<file path="config.mk">
export PLATFORM = sky130hd
export DESIGN_NAME = rs_subsystem
export DESIGN_NICKNAME = d
export VERILOG_FILES = /design/src/rtl/isa_pkg.sv /design/src/rtl/core_pkg.sv /design/src/rtl/rename_stage.sv /design/src/rtl/rob_tag_counter.sv /design/src/rtl/rollback_fsm.sv /design/src/rtl/rs_entries.sv /design/src/rtl/rs_subsystem.sv
export SDC_FILE = /design/constraint.sdc
export NUM_CORES = 1
export LEC_CHECK = 0
export BUFFER_PORTS_ARGS = -buffer_cell sky130_fd_sc_hd__buf_2
export CORE_AREA = 4 4 134 136
export CTS_CLUSTER_SIZE = 16
export DETAILED_ROUTE_END_ITERATION = 7
export DIE_AREA = 0 0 138 140
export GPL_ROUTABILITY_DRIVEN = 0
export PLACE_DENSITY = 0.86
export SETUP_SLACK_MARGIN = 0.1
export SLEW_MARGIN = 5
export SYNTH_ARGS = -nofsm -noshare
export SYNTH_HDL_FRONTEND = slang
export SYNTH_SLANG_ARGS = --single-unit
</file>
<file path="constraint.sdc">
create_clock -name clock -period 6.85 [get_ports clock]
set_input_delay 0.685 -clock clock [delete_from_list [all_inputs] [get_ports clock]]
set_output_delay 0.685 -clock clock [all_outputs]
set_load 0.005 [all_outputs]
</file>
<file path="src/rtl/isa_pkg.sv">
package isa_pkg;

  localparam int REG_BITS      = 3;
  localparam int NUM_ARCH_REGS = 8;

  typedef enum logic [3:0] {
    ALU_REG   = 4'd0,
    ALU_IMM   = 4'd1,
    MUL_REG   = 4'd2,
    LOAD_IMM  = 4'd3,
    STORE_REG = 4'd4
  } opcode_t;

  typedef enum logic [1:0] {
    ALU = 2'd0,
    MUL = 2'd1,
    MEM = 2'd2
  } fu_class_t;

  typedef struct packed {
    opcode_t             opcode;
    logic [REG_BITS-1:0] dest;
    logic [REG_BITS-1:0] src1;
    logic [REG_BITS-1:0] src2;
    logic [2:0]          funct;  // Minor operation select
  } op_reg_t;

  typedef struct packed {
    opcode_t             opcode;
    logic [REG_BITS-1:0] dest;
    logic [REG_BITS-1:0] src1;
    logic [5:0]          imm;    // Overlays src2 and funct
  } op_imm_t;

  typedef union packed {
    op_reg_t rform;
    op_imm_t iform;
  } op_word_t;

endpackage

</file>
<file path="src/rtl/core_pkg.sv">
package core_pkg;

  import isa_pkg::*;

  localparam int NUM_SLOTS = 4;
  localparam int SLOT_BITS = $clog2(NUM_SLOTS);

  // Functional-unit class served by each reservation-station slot
  localparam fu_class_t SLOT_CLASS [NUM_SLOTS] = '{
    ALU,  // Slot 0
    ALU,  // Slot 1
    MUL,  // Slot 2
    MEM   // Slot 3
  };

  // Free-slot search starts at the lowest ALU slot and runs upward
  localparam int ALU_SLOT_FIRST = 0;

endpackage

</file>
<file path="src/rtl/rename_stage.sv">
`timescale 1ns/100ps

module rename_stage import isa_pkg::*; #(
  parameter  int ROB_DEPTH = 16,
  localparam int TAG_BITS  = $clog2(ROB_DEPTH)
) (
  input  logic                clock,
  input  logic                reset,
  input  op_word_t            dispatch_op,
  input  logic                dispatch_accept,
  input  logic [TAG_BITS-1:0] alloc_tag,
  input  logic                cdb_valid,
  input  logic [TAG_BITS-1:0] cdb_tag,
  input  logic                rollback_valid,
  input  logic [TAG_BITS-1:0] rollback_tag,
  input  logic [TAG_BITS-1:0] squash_window,
  output fu_class_t           op_class,
  output logic [TAG_BITS-1:0] src1_tag,
  output logic                src1_ready,
  output logic [TAG_BITS-1:0] src2_tag,
  output logic                src2_ready
);

  logic [NUM_ARCH_REGS-1:0]               pending;   // Register awaits a producer
  logic [NUM_ARCH_REGS-1:0][TAG_BITS-1:0] prod_tag;
  logic [NUM_ARCH_REGS-1:0][TAG_BITS-1:0] prod_age;
  opcode_t                                opcode;
  logic                                   is_imm;
  logic                                   writes_dest;
  logic [REG_BITS-1:0]                    src1_reg;
  logic [REG_BITS-1:0]                    src2_reg;
  logic [REG_BITS-1:0]                    dest_reg;

  assign opcode      = dispatch_op.rform.opcode;
  assign is_imm      = (opcode == ALU_IMM) || (opcode == LOAD_IMM);
  assign writes_dest = (opcode != STORE_REG);
  assign src1_reg    = dispatch_op.rform.src1;
  assign src2_reg    = dispatch_op.rform.src2;  // Only meaningful in register form
  assign dest_reg    = dispatch_op.rform.dest;

  always_comb begin
    case (opcode)
      MUL_REG:             op_class = MUL;
      LOAD_IMM, STORE_REG: op_class = MEM;
      default:             op_class = ALU;
    endcase
  end

  // Map lookup with same-cycle CDB forwarding
  assign src1_tag   = prod_tag[src1_reg];
  assign src1_ready = !pending[src1_reg] || (cdb_valid && cdb_tag == prod_tag[src1_reg]);
  assign src2_tag   = is_imm ? '0 : prod_tag[src2_reg];
  assign src2_ready = is_imm || !pending[src2_reg] ||
                      (cdb_valid && cdb_tag == prod_tag[src2_reg]);

  always_comb begin
    for (int r = 0; r < NUM_ARCH_REGS; r++) begin
      prod_age[r] = prod_tag[r] - rollback_tag;
    end
  end

  always_ff @(posedge clock) begin
    if (reset) begin
      pending <= '0;
    end else begin
      for (int r = 0; r < NUM_ARCH_REGS; r++) begin
        if (cdb_valid && prod_tag[r] == cdb_tag) begin
          pending[r] <= 1'b0;
        end
        if (rollback_valid && prod_age[r] < squash_window) begin
          pending[r] <= 1'b0;  // Back to architectural value
        end
      end
      if (dispatch_accept && writes_dest) begin
        pending[dest_reg] <= 1'b1;
      end
    end
  end

  always_ff @(posedge clock) begin
    if (dispatch_accept && writes_dest) begin
      prod_tag[dest_reg] <= alloc_tag;
    end
  end

endmodule

</file>
<file path="src/rtl/rob_tag_counter.sv">
`timescale 1ns/100ps

module rob_tag_counter #(
  parameter  int ROB_DEPTH = 16,
  localparam int TAG_BITS  = $clog2(ROB_DEPTH)
) (
  input  logic                clock,
  input  logic                reset,
  input  logic                advance,
  input  logic                rollback_valid,
  input  logic [TAG_BITS-1:0] rollback_tag,
  output logic [TAG_BITS-1:0] next_tag,
  output logic [TAG_BITS-1:0] squash_window
);

  logic [TAG_BITS-1:0] tag_inc;

  // ROB_DEPTH is a power of two so tag arithmetic wraps on its own
  assign tag_inc = next_tag + 1'b1;

  always_ff @(posedge clock) begin
    if (reset) begin
      next_tag <= '0;
    end else if (rollback_valid) begin
      next_tag <= rollback_tag;  // Rewind to oldest squashed tag
    end else if (advance) begin
      next_tag <= tag_inc;
    end
  end

  // Number of in-flight tags at or after rollback_tag
  assign squash_window = next_tag - rollback_tag;

endmodule

</file>
<file path="src/rtl/rollback_fsm.sv">
`timescale 1ns/100ps

module rollback_fsm #(
  parameter int DRAIN_CYCLES = 3
) (
  input  logic clock,
  input  logic reset,
  input  logic rollback_valid,
  output logic dispatch_open
);

  localparam int CNT_BITS = (DRAIN_CYCLES > 1) ? $clog2(DRAIN_CYCLES + 1) : 1;

  localparam logic [1:0] IDLE   = 2'd0;
  localparam logic [1:0] SQUASH = 2'd1;
  localparam logic [1:0] DRAIN  = 2'd2;

  logic [1:0]          state;
  logic [1:0]          next_state;
  logic [CNT_BITS-1:0] drain_count;

  always_comb begin
    next_state = state;
    if (rollback_valid) begin
      next_state = SQUASH;  // Also restarts a drain in progress
    end else begin
      case (state)
        SQUASH: next_state = (DRAIN_CYCLES == 0) ? IDLE : DRAIN;
        DRAIN: begin
          if (drain_count == CNT_BITS'(1)) begin
            next_state = IDLE;
          end
        end
        default: next_state = IDLE;
      endcase
    end
  end

  always_ff @(posedge clock) begin
    if (reset) begin
      state       <= IDLE;
      drain_count <= '0;
    end else begin
      state <= next_state;
      if (state != DRAIN && next_state == DRAIN) begin
        drain_count <= CNT_BITS'(DRAIN_CYCLES);
      end else if (state == DRAIN) begin
        drain_count <= drain_count - 1'b1;
      end
    end
  end

  // Closed in the strobe cycle too, so no younger op slips past the squash
  assign dispatch_open = (state == IDLE) && !rollback_valid;

endmodule

</file>
<file path="src/rtl/rs_entries.sv">
`timescale 1ns/100ps

module rs_entries import isa_pkg::*, core_pkg::*; #(
  parameter  int ROB_DEPTH = 16,
  localparam int TAG_BITS  = $clog2(ROB_DEPTH)
) (
  input  logic                               clock,
  input  logic                               reset,
  input  logic                               dispatch_valid,
  input  logic                               dispatch_open,
  input  op_word_t                           dispatch_op,
  input  fu_class_t                          op_class,
  input  logic [TAG_BITS-1:0]                alloc_tag,
  input  logic [TAG_BITS-1:0]                src1_tag,
  input  logic                               src1_ready,
  input  logic [TAG_BITS-1:0]                src2_tag,
  input  logic                               src2_ready,
  input  logic                               cdb_valid,
  input  logic [TAG_BITS-1:0]                cdb_tag,
  input  logic                               rollback_valid,
  input  logic [TAG_BITS-1:0]                rollback_tag,
  input  logic [TAG_BITS-1:0]                squash_window,
  output logic                               dispatch_accept,
  output logic                               dispatch_reject,
  output logic [NUM_SLOTS-1:0]               issue_valid,
  output logic [NUM_SLOTS-1:0][TAG_BITS-1:0] issue_tag,
  output op_word_t [NUM_SLOTS-1:0]           issue_op,
  output logic [NUM_SLOTS-1:0]               busy_mask
);

  logic [NUM_SLOTS-1:0]               busy;
  logic [NUM_SLOTS-1:0][TAG_BITS-1:0] slot_tag;
  op_word_t [NUM_SLOTS-1:0]           slot_op;
  logic [NUM_SLOTS-1:0][TAG_BITS-1:0] s1_tag;
  logic [NUM_SLOTS-1:0]               s1_ready;
  logic [NUM_SLOTS-1:0][TAG_BITS-1:0] s2_tag;
  logic [NUM_SLOTS-1:0]               s2_ready;
  logic [NUM_SLOTS-1:0][TAG_BITS-1:0] slot_age;  // Distance from rollback_tag
  logic [NUM_SLOTS-1:0]               s1_wake;
  logic [NUM_SLOTS-1:0]               s2_wake;
  logic [NUM_SLOTS-1:0]               squash;
  logic                               fill_hit;
  logic [SLOT_BITS-1:0]               fill_idx;

  // Lowest free slot of the requested class
  always_comb begin
    fill_hit = 1'b0;
    fill_idx = '0;
    for (int s = ALU_SLOT_FIRST; s < NUM_SLOTS; s++) begin
      if (!fill_hit && !busy[s] && SLOT_CLASS[s] == op_class) begin
        fill_hit = 1'b1;
        fill_idx = SLOT_BITS'(s);
      end
    end
  end

  assign dispatch_accept = dispatch_valid && dispatch_open && fill_hit;
  assign dispatch_reject = dispatch_valid && !(dispatch_open && fill_hit);

  always_comb begin
    for (int s = 0; s < NUM_SLOTS; s++) begin
      s1_wake[s]     = cdb_valid && !s1_ready[s] && s1_tag[s] == cdb_tag;
      s2_wake[s]     = cdb_valid && !s2_ready[s] && s2_tag[s] == cdb_tag;
      slot_age[s]    = slot_tag[s] - rollback_tag;
      squash[s]      = rollback_valid && busy[s] && slot_age[s] < squash_window;
      // A squash in the same cycle wins over issue
      issue_valid[s] = busy[s] && s1_ready[s] && s2_ready[s] && !squash[s];
    end
  end

  assign issue_tag = slot_tag;
  assign issue_op  = slot_op;
  assign busy_mask = busy;

  always_ff @(posedge clock) begin
    if (reset) begin
      busy <= '0;
    end else begin
      for (int s = 0; s < NUM_SLOTS; s++) begin
        if (issue_valid[s] || squash[s]) begin
          busy[s] <= 1'b0;
        end
      end
      if (dispatch_accept) begin
        busy[fill_idx] <= 1'b1;
      end
    end
  end

  always_ff @(posedge clock) begin
    for (int s = 0; s < NUM_SLOTS; s++) begin
      if (s1_wake[s]) begin
        s1_ready[s] <= 1'b1;
      end
      if (s2_wake[s]) begin
        s2_ready[s] <= 1'b1;
      end
    end
    if (dispatch_accept) begin
      slot_tag[fill_idx] <= alloc_tag;
      slot_op[fill_idx]  <= dispatch_op;
      s1_tag[fill_idx]   <= src1_tag;
      s1_ready[fill_idx] <= src1_ready;  // Already includes CDB forwarding
      s2_tag[fill_idx]   <= src2_tag;
      s2_ready[fill_idx] <= src2_ready;
    end
  end

endmodule

</file>
<file path="src/rtl/rs_subsystem.sv">
`timescale 1ns/100ps

module rs_subsystem import isa_pkg::*, core_pkg::*; #(
  parameter  int ROB_DEPTH    = 16,
  parameter  int DRAIN_CYCLES = 3,
  localparam int TAG_BITS     = $clog2(ROB_DEPTH)
) (
  input  logic                               clock,
  input  logic                               reset,
  input  logic                               dispatch_valid,
  input  op_word_t                           dispatch_op,
  input  logic                               cdb_valid,
  input  logic [TAG_BITS-1:0]                cdb_tag,
  input  logic                               rollback_valid,
  input  logic [TAG_BITS-1:0]                rollback_tag,
  output logic                               dispatch_accept,
  output logic                               dispatch_reject,
  output logic [TAG_BITS-1:0]                dispatch_tag,
  output logic [NUM_SLOTS-1:0]               issue_valid,
  output logic [NUM_SLOTS-1:0][TAG_BITS-1:0] issue_tag,
  output op_word_t [NUM_SLOTS-1:0]           issue_op,
  output logic [NUM_SLOTS-1:0]               busy_mask
);

  logic [TAG_BITS-1:0] squash_window;
  logic                dispatch_open;
  fu_class_t           op_class;
  logic [TAG_BITS-1:0] src1_tag;
  logic                src1_ready;
  logic [TAG_BITS-1:0] src2_tag;
  logic                src2_ready;

  rob_tag_counter #(
    .ROB_DEPTH (ROB_DEPTH)
  ) u_tag_counter (
    .clock          (clock),
    .reset          (reset),
    .advance        (dispatch_accept),
    .rollback_valid (rollback_valid),
    .rollback_tag   (rollback_tag),
    .next_tag       (dispatch_tag),   // Tag offered to the current dispatch
    .squash_window  (squash_window)
  );

  rollback_fsm #(
    .DRAIN_CYCLES (DRAIN_CYCLES)
  ) u_rollback_fsm (
    .clock          (clock),
    .reset          (reset),
    .rollback_valid (rollback_valid),
    .dispatch_open  (dispatch_open)
  );

  rename_stage #(
    .ROB_DEPTH (ROB_DEPTH)
  ) u_rename (
    .clock           (clock),
    .reset           (reset),
    .dispatch_op     (dispatch_op),
    .dispatch_accept (dispatch_accept),
    .alloc_tag       (dispatch_tag),
    .cdb_valid       (cdb_valid),
    .cdb_tag         (cdb_tag),
    .rollback_valid  (rollback_valid),
    .rollback_tag    (rollback_tag),
    .squash_window   (squash_window),
    .op_class        (op_class),
    .src1_tag        (src1_tag),
    .src1_ready      (src1_ready),
    .src2_tag        (src2_tag),
    .src2_ready      (src2_ready)
  );

  rs_entries #(
    .ROB_DEPTH (ROB_DEPTH)
  ) u_rs (
    .clock           (clock),
    .reset           (reset),
    .dispatch_valid  (dispatch_valid),
    .dispatch_open   (dispatch_open),
    .dispatch_op     (dispatch_op),
    .op_class        (op_class),
    .alloc_tag       (dispatch_tag),
    .src1_tag        (src1_tag),
    .src1_ready      (src1_ready),
    .src2_tag        (src2_tag),
    .src2_ready      (src2_ready),
    .cdb_valid       (cdb_valid),
    .cdb_tag         (cdb_tag),
    .rollback_valid  (rollback_valid),
    .rollback_tag    (rollback_tag),
    .squash_window   (squash_window),
    .dispatch_accept (dispatch_accept),
    .dispatch_reject (dispatch_reject),
    .issue_valid     (issue_valid),
    .issue_tag       (issue_tag),
    .issue_op        (issue_op),
    .busy_mask       (busy_mask)
  );

endmodule

</file>
==> implementation parameters <==
Parameter                              Value

Routing
  Detail-routed via count per cell ... about 5.9
  First-pass DRT Iterations ... 5
  Violation count after the first detailed-route iteration ... 380
  WL per Instance ... between 20 and 25 µm
  Antenna Nets Post-Route ... 0
  Count of unresolved DRC violations after routing ... 0
  Via count ... around 6500
  Post-Route WL ... around 23000 µm

Timing
  Setup TNS ... 0 ns
  Max-Slew Margin vs Limit ... ~18%
  Number of pins with negative max-slew slack in the final report ... 0
  Endpoints failing setup ... 0
  Worst setup slack after layout ... 2.20 ns
  Final period demand of the worst path ... 4.65 ns
  Final-report hold violation count ... 0
  Worst Clk Skew ... between 0.01 and 0.015 ns
  Max Clk Rate ... between 0.2 and 0.25 GHz
  Setup repair after global routing missed its margin ... false
  Least-Margin Pin Slew ... ~1.2 ns
  Final worst path period share ... between 60 and 70%

Power and ir drop
  Ratio of total power to cell area ... between 200 and 250 nW/µm²
  Worst IR drop on VDD ... 0.181 mV
  Reported leakage power ... ~0.0044 µW

Yosys
  Mux contribution to synthesized area ... 5.00%
  Post-synthesis share of cell area spent on and, or, nand and nor gates ... under 10%
  Cell type with the highest aggregate area in the netlist ... edfxtp_1
  Library cell with the highest instance count after synthesis ... edfxtp_1
  Per-instance average area after synthesis ... between 10 and 15 µm²
  Count of cell types in the netlist ... between 40 and 50
  Gate count of the mapped netlist ... ~740
  Top post-synthesis cells by count ... edfxtp_1 (144), ha_1 (80), xor2_1 (69)
  Leading register cell type out of synthesis ... edfxtp_1
  Synth Area in XOR/XNOR ... 10.3%
  Post-synthesis register bit count ... 172
  Total standard cell area after synthesis ... ~9400 µm²
  Proportion of synthesized chip area in sequential cells ... 51.9%
  Post-synth ARST share ... 0%
  Fraction of the mapped netlist area in compound gates ... between 9 and 10%
  Synth warnings ... 0
  Dominant combinational cell family by area after synthesis ... adder cells
  Fraction of post-synthesis cell area in the top cell type by area ... 45.9%
  Cell types occupying the most area after synthesis ... edfxtp_1 (46%), ha_1 (11%), xor2_1 (6.4%)
  Net count after synthesis ... about 860
  Number of flops mapped to enable cells by yosys ... between 100 and 150
  Synthesized-area fraction occupied by adder cells ... between 10% and 20%

CTS
  Clk sink count ... ~170
  TritonCTS Buffers ... 17
  Number of gates resized after CTS ... 0
  Number of buffers inserted to repair setup after CTS ... 0
  Largest buffer count on any clock path ... 2
  Quantity of hold-fixing buffers added after cts ... 0
  CTS H-tree lvls ... 4
  Clock edge transition at the registers on the reported setup and hold paths ... about 0.08 ns
  Skew-Pair Late Insertion Delay ... around 0.45 ns
  CTS tree ... built
  CTS root buf ... clkbuf_16

Floorplan
  Overall die width ... approximately 140 µm
  Number of rows in the core area ... 48
  Initial cell density of the core ... between 50% and 60%
  Number of top-level design ports ... about 120
  Total Die Area ... roughly 19000 µm²
  Die Y-Extent ... ~140 µm
  Placeable core area ... 16900 µm²

Worst setup path
  Largest fanout of any net on the critical path ... 16
  Required time worst endpoint ... just over 6 ns
  Critical path startpoint category ... flip-flop
  Worst reg2reg path startpoint ... u_tag_counter.next_tag[0]
  Worst Path Arrival ... just under 4 ns
  Setup crit end ... issue_valid[3]
  Critical Path Source ... u_tag_counter.next_tag[0]
  WS Path Type ... reg -> out
  Delay of the slowest critical-path stage ... between 0.9 and 1 ns
  Worst Reg-to-Reg Cells ... 10
  Endpoint type of the worst setup path ... output pin
  Register-to-Register Setup Slack ... approximately 3.2 ns
  Critical Path, Cell by Cell ... inv_1, ha_1, inv_1, fa_1, xnor2_1, ha_1, a21o_1, a211o_1, nand2_1, nor2_1, buf_2
  Critical R2R Capture ... u_rs.busy_mask[3]
  Master of the slowest instance on the critical path ... xnor2_1

Global route
  Number of antenna violations at the first check in global routing ... 1
  Total grt overflow ... 0
  Wire length of the first global-routing pass ... around 36000 µm
  Total routing resource utilization after global routing ... 23.9%
  Pin count of the biggest net entering global routing ... 34
  Number of global-route vias before repair ... 6592

Worst hold path
  Origin of the worst min-delay path ... dispatch_op[1]
  Kind of path behind the tightest hold check ... in -> reg

Finish
  Final standard cell area without fillers ... roughly 11000 µm²
  Layout net count ... ~980
  Share of cells above drive strength 1 ... 21.1%
  Layout Cells excl Fill ... between 1000 and 1500
  Filler cells ... 1268
  Diodes inserted ... 0
  Area added between synthesis and finish ... 15.8%

Placement
  Worst Setup Slack post-DPL ... 2.48 ns
  Post-detailed-placement cell area ... about 10000 µm²
  Placed insts ... around 1100
  Half-perimeter wire length after placement ... roughly 16000 µm
  IO Port Bufs ... ~120

Flow run
  Number of violations of the max-capacitance limit ... 0

Status
  Run status ... completed
## where the power goes
part           internal [µW]  switching (µW)  total, µW
registers               1160            25.4       1190
logic                    165             225        390
clock network            507             490        996
## routing by layer
metal / vias to the layer above / share of wire [%] / GRT usage (%)
li1: 2948 / - / -
met1: 3115 / 40 / 30.2
met2: 318 / 47 / 38.7
met3: 85 / 8.8 / 6.21
met4: 2 / 4.1 / 11.2
met5: - / 0.052 / 0
## cell type report
| class | instances | area (µm²) | area share, % |
|---|---|---|---|
| multi-input combinational | 503 | 4320 | 39.6 |
| inverter | 38 | 143 | 1.31 |
| timing repair buffer | 127 | 648 | 5.95 |
| clock inverter | 15 | 200 | 1.84 |
| clock buffer | 17 | 425 | 3.90 |
| sequential | 172 | 4880 | 44.8 |
| tap | 225 | 282 | 2.58 |
## worst max-delay path, delay by kind of cell, from the launching register on
kind            cells  cell delay (ns)
compound gates      2             0.48
xor+xnor            1             0.98
fa+ha+maj           3             0.96
buf+inv             3             0.41
flops               1             0.56
simple gates        2             0.12
## state kept, by name, indices dropped and copies added (netlist names)
register,cells
u_rename.pending,8
u_rename.prod_tag,32
u_rs.s1_tag,16
u_rs.s2_tag,16
u_rs.s1_ready,4
u_rs.busy_mask,4
u_rs.issue_tag,16
u_rollback_fsm.state,2
u_rs.s2_ready,4
u_rollback_fsm.drain_count,2
u_tag_counter.next_tag,4
u_rs.issue_op,64
## per-stage QoR
step,power (µW),utilization [%],hold slack (ns)
finish,2570,64.4,0.445
global route,2680,64.4,0.446
CTS,2580,64.4,0.440
detailed placement,1590,60.7,0.476
global placement,1570,60.7,0.470
floorplan,1470,-,0.449
## worst min-delay path by stage
stage | endpoint | slack (ns) | cells past startpoint
CTS | u_rs.issue_op[49] | 0.44 | 1
global placement | u_rollback_fsm.drain_count[0] | 0.47 | 1
global route | u_rs.issue_op[49] | 0.45 | 1
finish | u_rs.issue_op[1] | 0.45 | 1
floorplan | u_rollback_fsm.drain_count[0] | 0.45 | 1
detailed placement | u_rollback_fsm.drain_count[0] | 0.48 | 1
## cell usage in the layout (no fill, tap or decap), types with 8 or more instances in the layout
cell type and instances:
nor3_1 20, dfxtp_1 28, xor2_1 69, o22ai_1 10, clkbuf_16 17, a21o_1 35, mux2i_1 20, nand3_1 14
fa_1 13, ha_1 80, edfxtp_1 144, a21oi_1 27, xnor2_1 42, nor2_1 30, buf_2 122, a211oi_1 9
nand2_1 20, nand3b_1 10, nand2b_1 19, nor2b_1 8, inv_1 38
## logic make-up after synthesis
kind of cell	after synthesis
compound gates	123
xor+xnor	111
fa+ha+maj	93
buf+inv	61
flops	172
mux	37
simple gates	139
(Power assumes the default switching activity.)
